$ cat src/logic/mem_noc_pkg.sv
package mem_noc_pkg;

  // number of independent memory columns
  localparam int NUM_COLS = 2;

  localparam int FLIT_DATA_W = 32; // payload bits carried by one flit

  // one flit on a network link
  typedef struct packed
  {
    logic                   last; // marks the final flit of a message
    logic [FLIT_DATA_W-1:0] data;
  } noc_flit_s;

  // valid and flit travel toward the receiver and ready comes back on its own wire
  typedef struct packed
  {
    logic      valid;
    noc_flit_s flit;
  } noc_link_s;

endpackage

$ cat src/logic/mem_msg_pkg.sv
package mem_msg_pkg;

  localparam int ADDR_W = 28;
  localparam int DATA_W = 64; // one block is two flits wide

  // a column stalls issue once this many commands wait for DRAM
  localparam int MAX_OUTSTANDING = 2;
  localparam int CNT_W = $clog2(MAX_OUTSTANDING + 1);

  // index of the flit that closes a write command
  localparam int WR_LAST_IDX = 2;

  localparam int HDR_PAD_W = 2; // unused bits between opcode and address

  typedef enum logic [1:0]
  {
    e_mem_rd = 2'b00,
    e_mem_wr = 2'b01
  } mem_opcode_e;

  // whole memory message as seen on the DRAM ports
  typedef struct packed
  {
    mem_opcode_e         opcode;
    logic [ADDR_W-1:0]   addr;
    logic [DATA_W-1:0]   data;
  } mem_msg_s;

  // layout of the header flit payload for commands and responses
  typedef struct packed
  {
    mem_opcode_e          opcode;
    logic [HDR_PAD_W-1:0] pad;
    logic [ADDR_W-1:0]    addr;
  } mem_hdr_s;

  typedef enum logic
  {
    e_run   = 1'b0,
    e_stall = 1'b1
  } ctrl_state_e;

endpackage

$ cat src/logic/cmd_link_deser.sv
`timescale 1ns/1ps

module cmd_link_deser
  import mem_noc_pkg::*;
  import mem_msg_pkg::*;
  (
    input  logic      clk_i,
    input  logic      rst_i,
    input  noc_link_s link_i,
    output logic      ready_o,
    output mem_msg_s  msg_o,
    output logic      buf_full_o,
    input  logic      taken_i
  );

  logic [1:0] idx_r;
  logic       full_r;
  logic       full_n;
  logic       ready_r;
  logic       accept;
  mem_msg_s   msg_r;
  mem_hdr_s   hdr;

  assign accept = link_i.valid & ready_r;
  assign hdr    = mem_hdr_s'(link_i.flit.data); // only meaningful at index 0

  always_comb
  begin
    full_n = full_r;
    if (accept && link_i.flit.last)
    begin
      full_n = 1'b1;
    end
    else if (taken_i)
    begin
      full_n = 1'b0;
    end
  end

  always_ff @(posedge clk_i)
  begin
    if (rst_i)
    begin
      idx_r   <= '0;
      full_r  <= 1'b0;
      ready_r <= 1'b0;
    end
    else
    begin
      full_r  <= full_n;
      ready_r <= ~full_n; // reopens the cycle after the buffer is taken
      if (accept)
      begin
        idx_r <= link_i.flit.last ? 2'd0 : idx_r + 2'd1;
      end
    end
  end

  always_ff @(posedge clk_i)
  begin
    if (accept)
    begin
      case (idx_r)
        2'd0:
        begin
          msg_r.opcode <= hdr.opcode;
          msg_r.addr   <= hdr.addr;
          msg_r.data   <= '0; // reads go out with zero data
        end
        2'd1:    msg_r.data[FLIT_DATA_W-1:0]      <= link_i.flit.data;
        default: msg_r.data[DATA_W-1:FLIT_DATA_W] <= link_i.flit.data;
      endcase
    end
  end

  assign ready_o    = ready_r;
  assign buf_full_o = full_r;
  assign msg_o      = msg_r;

  // a read is one flit and a write is exactly three
  assert property (@(posedge clk_i) disable iff (rst_i)
    (accept && link_i.flit.last) |->
      ((idx_r == 2'd0) && (hdr.opcode == e_mem_rd)) ||
      ((idx_r == 2'(WR_LAST_IDX)) && (msg_r.opcode == e_mem_wr)))
    else $error("last flit at wrong position for opcode");

endmodule

$ cat src/logic/resp_link_ser.sv
`timescale 1ns/1ps

module resp_link_ser
  import mem_noc_pkg::*;
  import mem_msg_pkg::*;
  (
    input  logic      clk_i,
    input  logic      rst_i,
    input  mem_msg_s  msg_i,
    input  logic      load_i,
    output logic      ready_o,
    output noc_link_s link_o,
    input  logic      link_ready_i
  );

  typedef enum logic [1:0]
  {
    e_idle,
    e_hdr,
    e_lo,
    e_hi
  } ser_state_e;

  ser_state_e state_r;
  mem_msg_s   msg_r;
  mem_hdr_s   hdr;

  assign ready_o = (state_r == e_idle);

  always_ff @(posedge clk_i)
  begin
    if (rst_i)
    begin
      state_r <= e_idle;
    end
    else
    begin
      case (state_r)
        e_idle:
        begin
          if (load_i)
          begin
            state_r <= e_hdr;
          end
        end
        e_hdr:
        begin
          if (link_ready_i)
          begin
            state_r <= (msg_r.opcode == e_mem_wr) ? e_idle : e_lo; // write ack is one flit
          end
        end
        e_lo:
        begin
          if (link_ready_i)
          begin
            state_r <= e_hi;
          end
        end
        default:
        begin
          if (link_ready_i)
          begin
            state_r <= e_idle;
          end
        end
      endcase
    end
  end

  always_ff @(posedge clk_i)
  begin
    if (load_i && (state_r == e_idle))
    begin
      msg_r <= msg_i;
    end
  end

  always_comb
  begin
    hdr.opcode = msg_r.opcode;
    hdr.pad    = '0;
    hdr.addr   = msg_r.addr;

    link_o.valid = (state_r != e_idle);
    case (state_r)
      e_lo:
      begin
        link_o.flit.last = 1'b0;
        link_o.flit.data = msg_r.data[FLIT_DATA_W-1:0];
      end
      e_hi:
      begin
        link_o.flit.last = 1'b1;
        link_o.flit.data = msg_r.data[DATA_W-1:FLIT_DATA_W];
      end
      default:
      begin
        link_o.flit.last = (msg_r.opcode == e_mem_wr);
        link_o.flit.data = hdr;
      end
    endcase
  end

  // a flit offered to the network must wait unchanged until it is taken
  assert property (@(posedge clk_i) disable iff (rst_i)
    (link_o.valid && !link_ready_i) |=> (link_o.valid && $stable(link_o.flit)))
    else $error("response flit dropped or changed while stalled");

endmodule

$ cat src/logic/link_client_ctrl.sv
`timescale 1ns/1ps

module link_client_ctrl
  import mem_msg_pkg::*;
  (
    input  logic clk_i,
    input  logic rst_i,
    input  logic buf_full_i,
    output logic taken_o,
    output logic dram_cmd_v_o,
    input  logic dram_cmd_yumi_i,
    input  logic dram_resp_v_i,
    output logic dram_resp_ready_o,
    input  logic ser_ready_i,
    output logic ser_load_o
  );

  ctrl_state_e      state_r;
  logic [CNT_W-1:0] cnt_r;
  logic [CNT_W-1:0] cnt_n;
  logic             issue;
  logic             retire;

  // commands only go out while DRAM has room for another one
  assign dram_cmd_v_o = buf_full_i & (state_r == e_run);
  assign issue        = dram_cmd_v_o & dram_cmd_yumi_i;
  assign taken_o      = issue;

  // the serializer accepts a response only when it has nothing left to send
  assign dram_resp_ready_o = ser_ready_i;
  assign retire            = dram_resp_v_i & ser_ready_i;
  assign ser_load_o        = retire;

  always_comb
  begin
    cnt_n = cnt_r;
    if (issue && !retire)
    begin
      cnt_n = cnt_r + CNT_W'(1);
    end
    else if (retire && !issue)
    begin
      cnt_n = cnt_r - CNT_W'(1);
    end
  end

  always_ff @(posedge clk_i)
  begin
    if (rst_i)
    begin
      cnt_r   <= '0;
      state_r <= e_run;
    end
    else
    begin
      cnt_r   <= cnt_n;
      state_r <= (cnt_n == CNT_W'(MAX_OUTSTANDING)) ? e_stall : e_run;
    end
  end

  // DRAM may only consume a command that is offered
  assert property (@(posedge clk_i) disable iff (rst_i)
    dram_cmd_yumi_i |-> dram_cmd_v_o)
    else $error("dram yumi without valid");

  // every response must belong to a command already issued
  assert property (@(posedge clk_i) disable iff (rst_i)
    (dram_resp_v_i && dram_resp_ready_o) |-> (cnt_r != '0))
    else $error("dram response with no command outstanding");

endmodule

$ cat src/logic/mem_complex.sv
`timescale 1ns/1ps

module mem_complex
  import mem_noc_pkg::*;
  import mem_msg_pkg::*;
  (
    input  logic                     clk_i,
    input  logic                     rst_i,

    input  noc_link_s [NUM_COLS-1:0] mem_cmd_link_i,
    output logic      [NUM_COLS-1:0] mem_cmd_ready_o,

    output noc_link_s [NUM_COLS-1:0] mem_resp_link_o,
    input  logic      [NUM_COLS-1:0] mem_resp_ready_i,

    output mem_msg_s  [NUM_COLS-1:0] dram_cmd_o,
    output logic      [NUM_COLS-1:0] dram_cmd_v_o,
    input  logic      [NUM_COLS-1:0] dram_cmd_yumi_i,

    input  mem_msg_s  [NUM_COLS-1:0] dram_resp_i,
    input  logic      [NUM_COLS-1:0] dram_resp_v_i,
    output logic      [NUM_COLS-1:0] dram_resp_ready_o
  );

  for (genvar i = 0; i < NUM_COLS; i++)
  begin : col
    logic buf_full;
    logic taken;
    logic ser_ready;
    logic ser_load;

    cmd_link_deser deser
    (
      .clk_i      (clk_i),
      .rst_i      (rst_i),
      .link_i     (mem_cmd_link_i[i]),
      .ready_o    (mem_cmd_ready_o[i]),
      .msg_o      (dram_cmd_o[i]),
      .buf_full_o (buf_full),
      .taken_i    (taken)
    );

    link_client_ctrl ctrl
    (
      .clk_i             (clk_i),
      .rst_i             (rst_i),
      .buf_full_i        (buf_full),
      .taken_o           (taken),
      .dram_cmd_v_o      (dram_cmd_v_o[i]),
      .dram_cmd_yumi_i   (dram_cmd_yumi_i[i]),
      .dram_resp_v_i     (dram_resp_v_i[i]),
      .dram_resp_ready_o (dram_resp_ready_o[i]),
      .ser_ready_i       (ser_ready),
      .ser_load_o        (ser_load)
    );

    resp_link_ser ser
    (
      .clk_i        (clk_i),
      .rst_i        (rst_i),
      .msg_i        (dram_resp_i[i]),
      .load_i       (ser_load),
      .ready_o      (ser_ready),
      .link_o       (mem_resp_link_o[i]),
      .link_ready_i (mem_resp_ready_i[i])
    );
  end

endmodule

$ cat config.mk
export PLATFORM = sky130hd
export DESIGN_NAME = mem_complex
export DESIGN_NICKNAME = d
export VERILOG_FILES = /design/src/logic/mem_noc_pkg.sv /design/src/logic/mem_msg_pkg.sv /design/src/logic/cmd_link_deser.sv /design/src/logic/resp_link_ser.sv /design/src/logic/link_client_ctrl.sv /design/src/logic/mem_complex.sv
export SDC_FILE = /design/constraint.sdc
export NUM_CORES = 1
export LEC_CHECK = 0
export ABC_AREA = 0
export BUFFER_PORTS_ARGS = -buffer_cell sky130_fd_sc_hd__buf_2
export CORE_AREA = 2 2 207 209
export CTS_CLUSTER_SIZE = 10
export DETAILED_ROUTE_END_ITERATION = 6
export DIE_AREA = 0 0 209 211
export MAX_ROUTING_LAYER = met4
export PLACE_DENSITY_LB_ADDON = 0.2
export SYNTH_ARGS = -nofsm -noshare
export SYNTH_HDL_FRONTEND = slang
export SYNTH_HIERARCHICAL = 1
export SYNTH_SLANG_ARGS = --single-unit
export TNS_END_PERCENT = 5
$ cat constraint.sdc
create_clock -name clk_i -period 5 [get_ports clk_i]
set_input_delay 1 -clock clk_i [delete_from_list [all_inputs] [get_ports clk_i]]
set_output_delay 1 -clock clk_i [all_outputs]
set_load 0.01 [all_outputs]
Word level (Yosys, flattened, before mapping)
Index checks and enable logic that the tools add are counted.

Reductions and logical operators: 30. Mux-type cells: 30. Equality and inequality tests: 18. Bitwise gates (word level): 14. Add/sub/neg operators: 6.

Operator list (count): one-hot mux 32 bit (2 select lines) (4); one-hot mux 33 bit (2 select lines) (2); two-way mux 2 bit (16); equality test 2 x 1 -> 1 bit, second input constant (6); equality test 2 bit, second input constant (6); != test 2 bit, second input constant (6); one-hot mux 2 bit (3 select lines) (2); AND reduction 2 bit (6); nonzero test 2 bit (6); adder 2 x 1 -> 2 bit, second input constant (4); bitwise AND 1 bit (8); logical AND 1 bit (8); logical NOT 2 bit (4); AND reduction 4 bit (2); two-way mux 1 bit (6); NOT 1 bit (6); logical NOT 1 bit (4); subtractor 2 x 1 -> 2 bit, second input constant (2).

Output and inout bits: 262. Logic and storage cells: 124. Bits in registers: 394.

Depth between registers and ports, before layout
Depth after elaboration: 9. Depth in mapped cells: 6. Mapped depth without buffers: 5.

Modules after synthesis
Netlist, hierarchy kept.

By module, submodules not included: resp_link_ser (area each 3604.7 um2, seq. area each 2862.7 um2, cells an instance 214, instances 2); cmd_link_deser (area each 3467.1 um2, seq. area each 2902.8 um2, cells an instance 187, instances 2); link_client_ctrl (area each 219.0 um2, seq. area each 60.1 um2, cells an instance 23, instances 2).

Worst setup path after synthesis
No wires, ideal clock.

Path type: input -> register. Start point: in dram_resp_v_i[0]. End point: reg col[0].ser.msg_r, in the netlist col[0].ser/hdr[0] (enable). Stages: 2. Path buffers: 0. Required time: 4.537 ns. Slack: 1.168 ns. Arrival time: 3.369 ns. Path through: and2_1 and2_1.

Word-level cells in the longest chain between the ends: 2.

RTL lines: from (decl) (RTL line mem_complex.sv:21) `input logic [NUM_COLS-1:0] dram_resp_v_i,`; bitwise AND 1 bit (RTL line link_client_ctrl.sv:31) `assign retire = dram_resp_v_i & ser_ready_i;`; logical AND 1 bit (RTL line resp_link_ser.sv:73) `if (load_i && (state_r == e_idle))`; to (signal assigned) (RTL line resp_link_ser.sv:75) `msg_r <= msg_i;`; to (decl) (RTL line resp_link_ser.sv:25) `mem_msg_s msg_r;`.

No other way between the ends. A chain may end at the register's enable or synchronous reset.

==> impl_metrics.toml <==
[run_status]
outcome = "completed"

[yosys]
ys_ff_latch = 394
netlist_instances = 848
yosysTopAreaCell = "edfxtp_1"
ys_warn_count = 6
async_reset_ff_frac = 0
ys_dominant_reg_cell = "edfxtp_1"
netlist_area_um2 = 14600
synth_fp_nets = 1116
yosys-top-cells-count = "376 x edfxtp_1, 72 x nor2_1, 70 x a21oi_1"
synth_seq_area_share = 0.799
ys_types = 34
synth_top_area_share = 0.774
synth_area_leaders = "edfxtp_1 77%, mux2i_1 4.7%, and2_1 2.9%"
synth_edf_count = 376
synthMostInstantiatedCell = "edfxtp_1"
synth_area_per_cell_um2 = 17.2

[sta]
timing.final.crit_share = 0.650
finalCriticalPeriod_ps = 3250
report.final.slew_viol_count = 0
holdWs_ps = 517
finalHoldViolations = 0
fmax_mhz = 308
max-slew-margin-rel = 0.174
worstMarginPinSlew_ps = 1240
grt_setup_unrepaired = "no"
setup_violations = 0
tns_ps = 0
finClkSkew_ps = 10.4

[grt]
grt_max_degree = 84
first_global_vias = 8651
globalRoute.totalOverflow = 0
grt_antenna_before_repair = 6
grt_pass1_wl_mm = 51.5
grt_usage = 0.159

[die]
die_area_um2 = 44100
start_util = 0.349
num_rows = 75
die_height_um = 211
core_area_um2 = 41800
die_w_um = 209
ios = 526

[placement]
io_buffers = 525
dp.final_hpwl_mm = 25.0
gp_congestion = 0.806
placed_cells = 1888

[final_layout]
fin_nets = 1665
syn_to_final_growth_pct = 30.4
final_cells = 1958
drive_above_1_share = 0.432

[clocking]
postCtsSetupBuffers = 0
cts-buffers-inserted = 46
cts_tree = "built"
cts_root_buffer = "clkbuf_16"
cts-htree-levels = 2
clock_latency_ps = 560
cts.sinks = 394
clkTransAtPathRegs_ps = 50
post_cts_resized = 0
clockBufferDepth = 3
postCtsHoldBufs = 0

[routing]
num_vias = 8788
drt.antenna.violating_nets = 0
drt-wirelength-per-cell_um = 18.1
drc = 0
totalWireLength_mm = 35.5
vias_per_cell = 4.49
drt_iter0_markers = 391
dr.pass1.iters = 4

[worst_setup_path]
path_max_fanout = 68
endpoint_kind = "primary output"
critPathKind = "reg2out"
startpoint_type = "register"
cp.arrival_ps = 2250
cp.required_ps = 4000

[worst_hold_path]
hold_path.class = "reg2reg"

[power_and_ir_drop]
power.leakage_nw = 7.59
p_per_area_nw_per_um2 = 403
max-vdd-ir-drop_mv = 0.283

[run]
maxCapViolations = 0
cell families after synthesis:
logic type | count (synthesis) | share of synthesized area
AOI/OAI and AO/OA | 82 | 0.0305
xor gates and xnor gates | 2 | 0.00120
adders and majority gates | 4 | 0.00343
buffers and inverters | 44 | 0.0187
DFF | 394 | 0.799
muxes | 72 | 0.0503
and+or+nand+nor | 250 | 0.0968
critical path, stage by stage, from the launching register on:
cell,delay [ps]
dfxtp_2,1150
nor2_1,280
inv_1,100
buf_2,150
routing by layer:
layer,share of wire,track usage
met1,0.41,0.190
met2,0.50,0.262
met3,0.074,0.0467
met4,0.020,0.0490
met5,0,-
state kept, by name, indices dropped and copies added, names as in the netlist:
register	flops
col.ctrl/state_r	2
col.deser/ready_o	2
col.ser/msg_r	128
col.ser/state_r	4
col.ctrl/cnt_r	4
col.deser/msg_o	188
col.deser/buf_full_o	2
col.ser/hdr	60
col.deser/idx_r	4
path summary, 6_finish.rpt:
check | start | to | slack [ps] | cells past startpoint
worst max-delay path | col[0].ser/state_r[1]$_SDFFE_PP0P_ | mem_resp_link_o[33] | 1750 | 3
worst min-delay path | col[0].deser/buf_full_o$_SDFF_PP0_ | col[0].deser/buf_full_o$_SDFF_PP0_ | 520 | 2
worst max register to register | col[0].ser/state_r[1]$_SDFFE_PP0P_ | col[0].ser/hdr[19]$_DFFE_PP_ | 1990 | 4
worst min register to register | col[0].deser/buf_full_o$_SDFF_PP0_ | col[0].deser/buf_full_o$_SDFF_PP0_ | 520 | 2
metrics by stage:
step	util	cell area, um^2	setup slack [ps]	power, mW
2_1_floorplan	-	14600	1170	4.51
3_3_place_gp	0.425	17800	2070	4.86
3_5_place_dp	0.425	17800	1980	4.87
4_1_cts	0.455	19000	1730	7.78
5_1_grt	0.455	19000	1500	8.00
6_report	0.455	19000	1750	7.67
power breakdown:
group	switching (mW)	internal (mW)
registers	0.0848	3.92
logic	0.475	0.315
clock network	1.20	1.68
total	1.76	5.91
placed cells by master (no fill, tap or decap), types with 4 or more instances in the layout:
cell type,count
buf_2,525
edfxtp_1,376
a21oi_1,70
nor2b_1,68
nor2_1,68
mux2i_1,68
and2_1,66
clkbuf_16,47
dfxtp_1,14
buf_4,14
clkbuf_1,11
diode_2,6
nand2b_1,6
inv_1,6
nand2_1,6
clkinv_1,4
and3b_1,4
nand4b_1,4
and3_1,4
nor2_2,4
and2b_1,4
a21bo_2,4
ha_1,4
o21ai_0,4
dfxtp_2,4
layout make-up:
type | instances | area (um^2)
Fill cell | 3750 | 22700
Sequential cell | 394 | 11700
Timing Repair Buffer | 539 | 2730
Multi-Input combinational cell | 410 | 2670
Clock buffer | 58 | 1220
Tap cell | 539 | 674
Clock inverter | 6 | 28.8
Inverter | 6 | 22.5
Antenna cell | 6 | 15.0
Power figures use the tool's default switching activity.
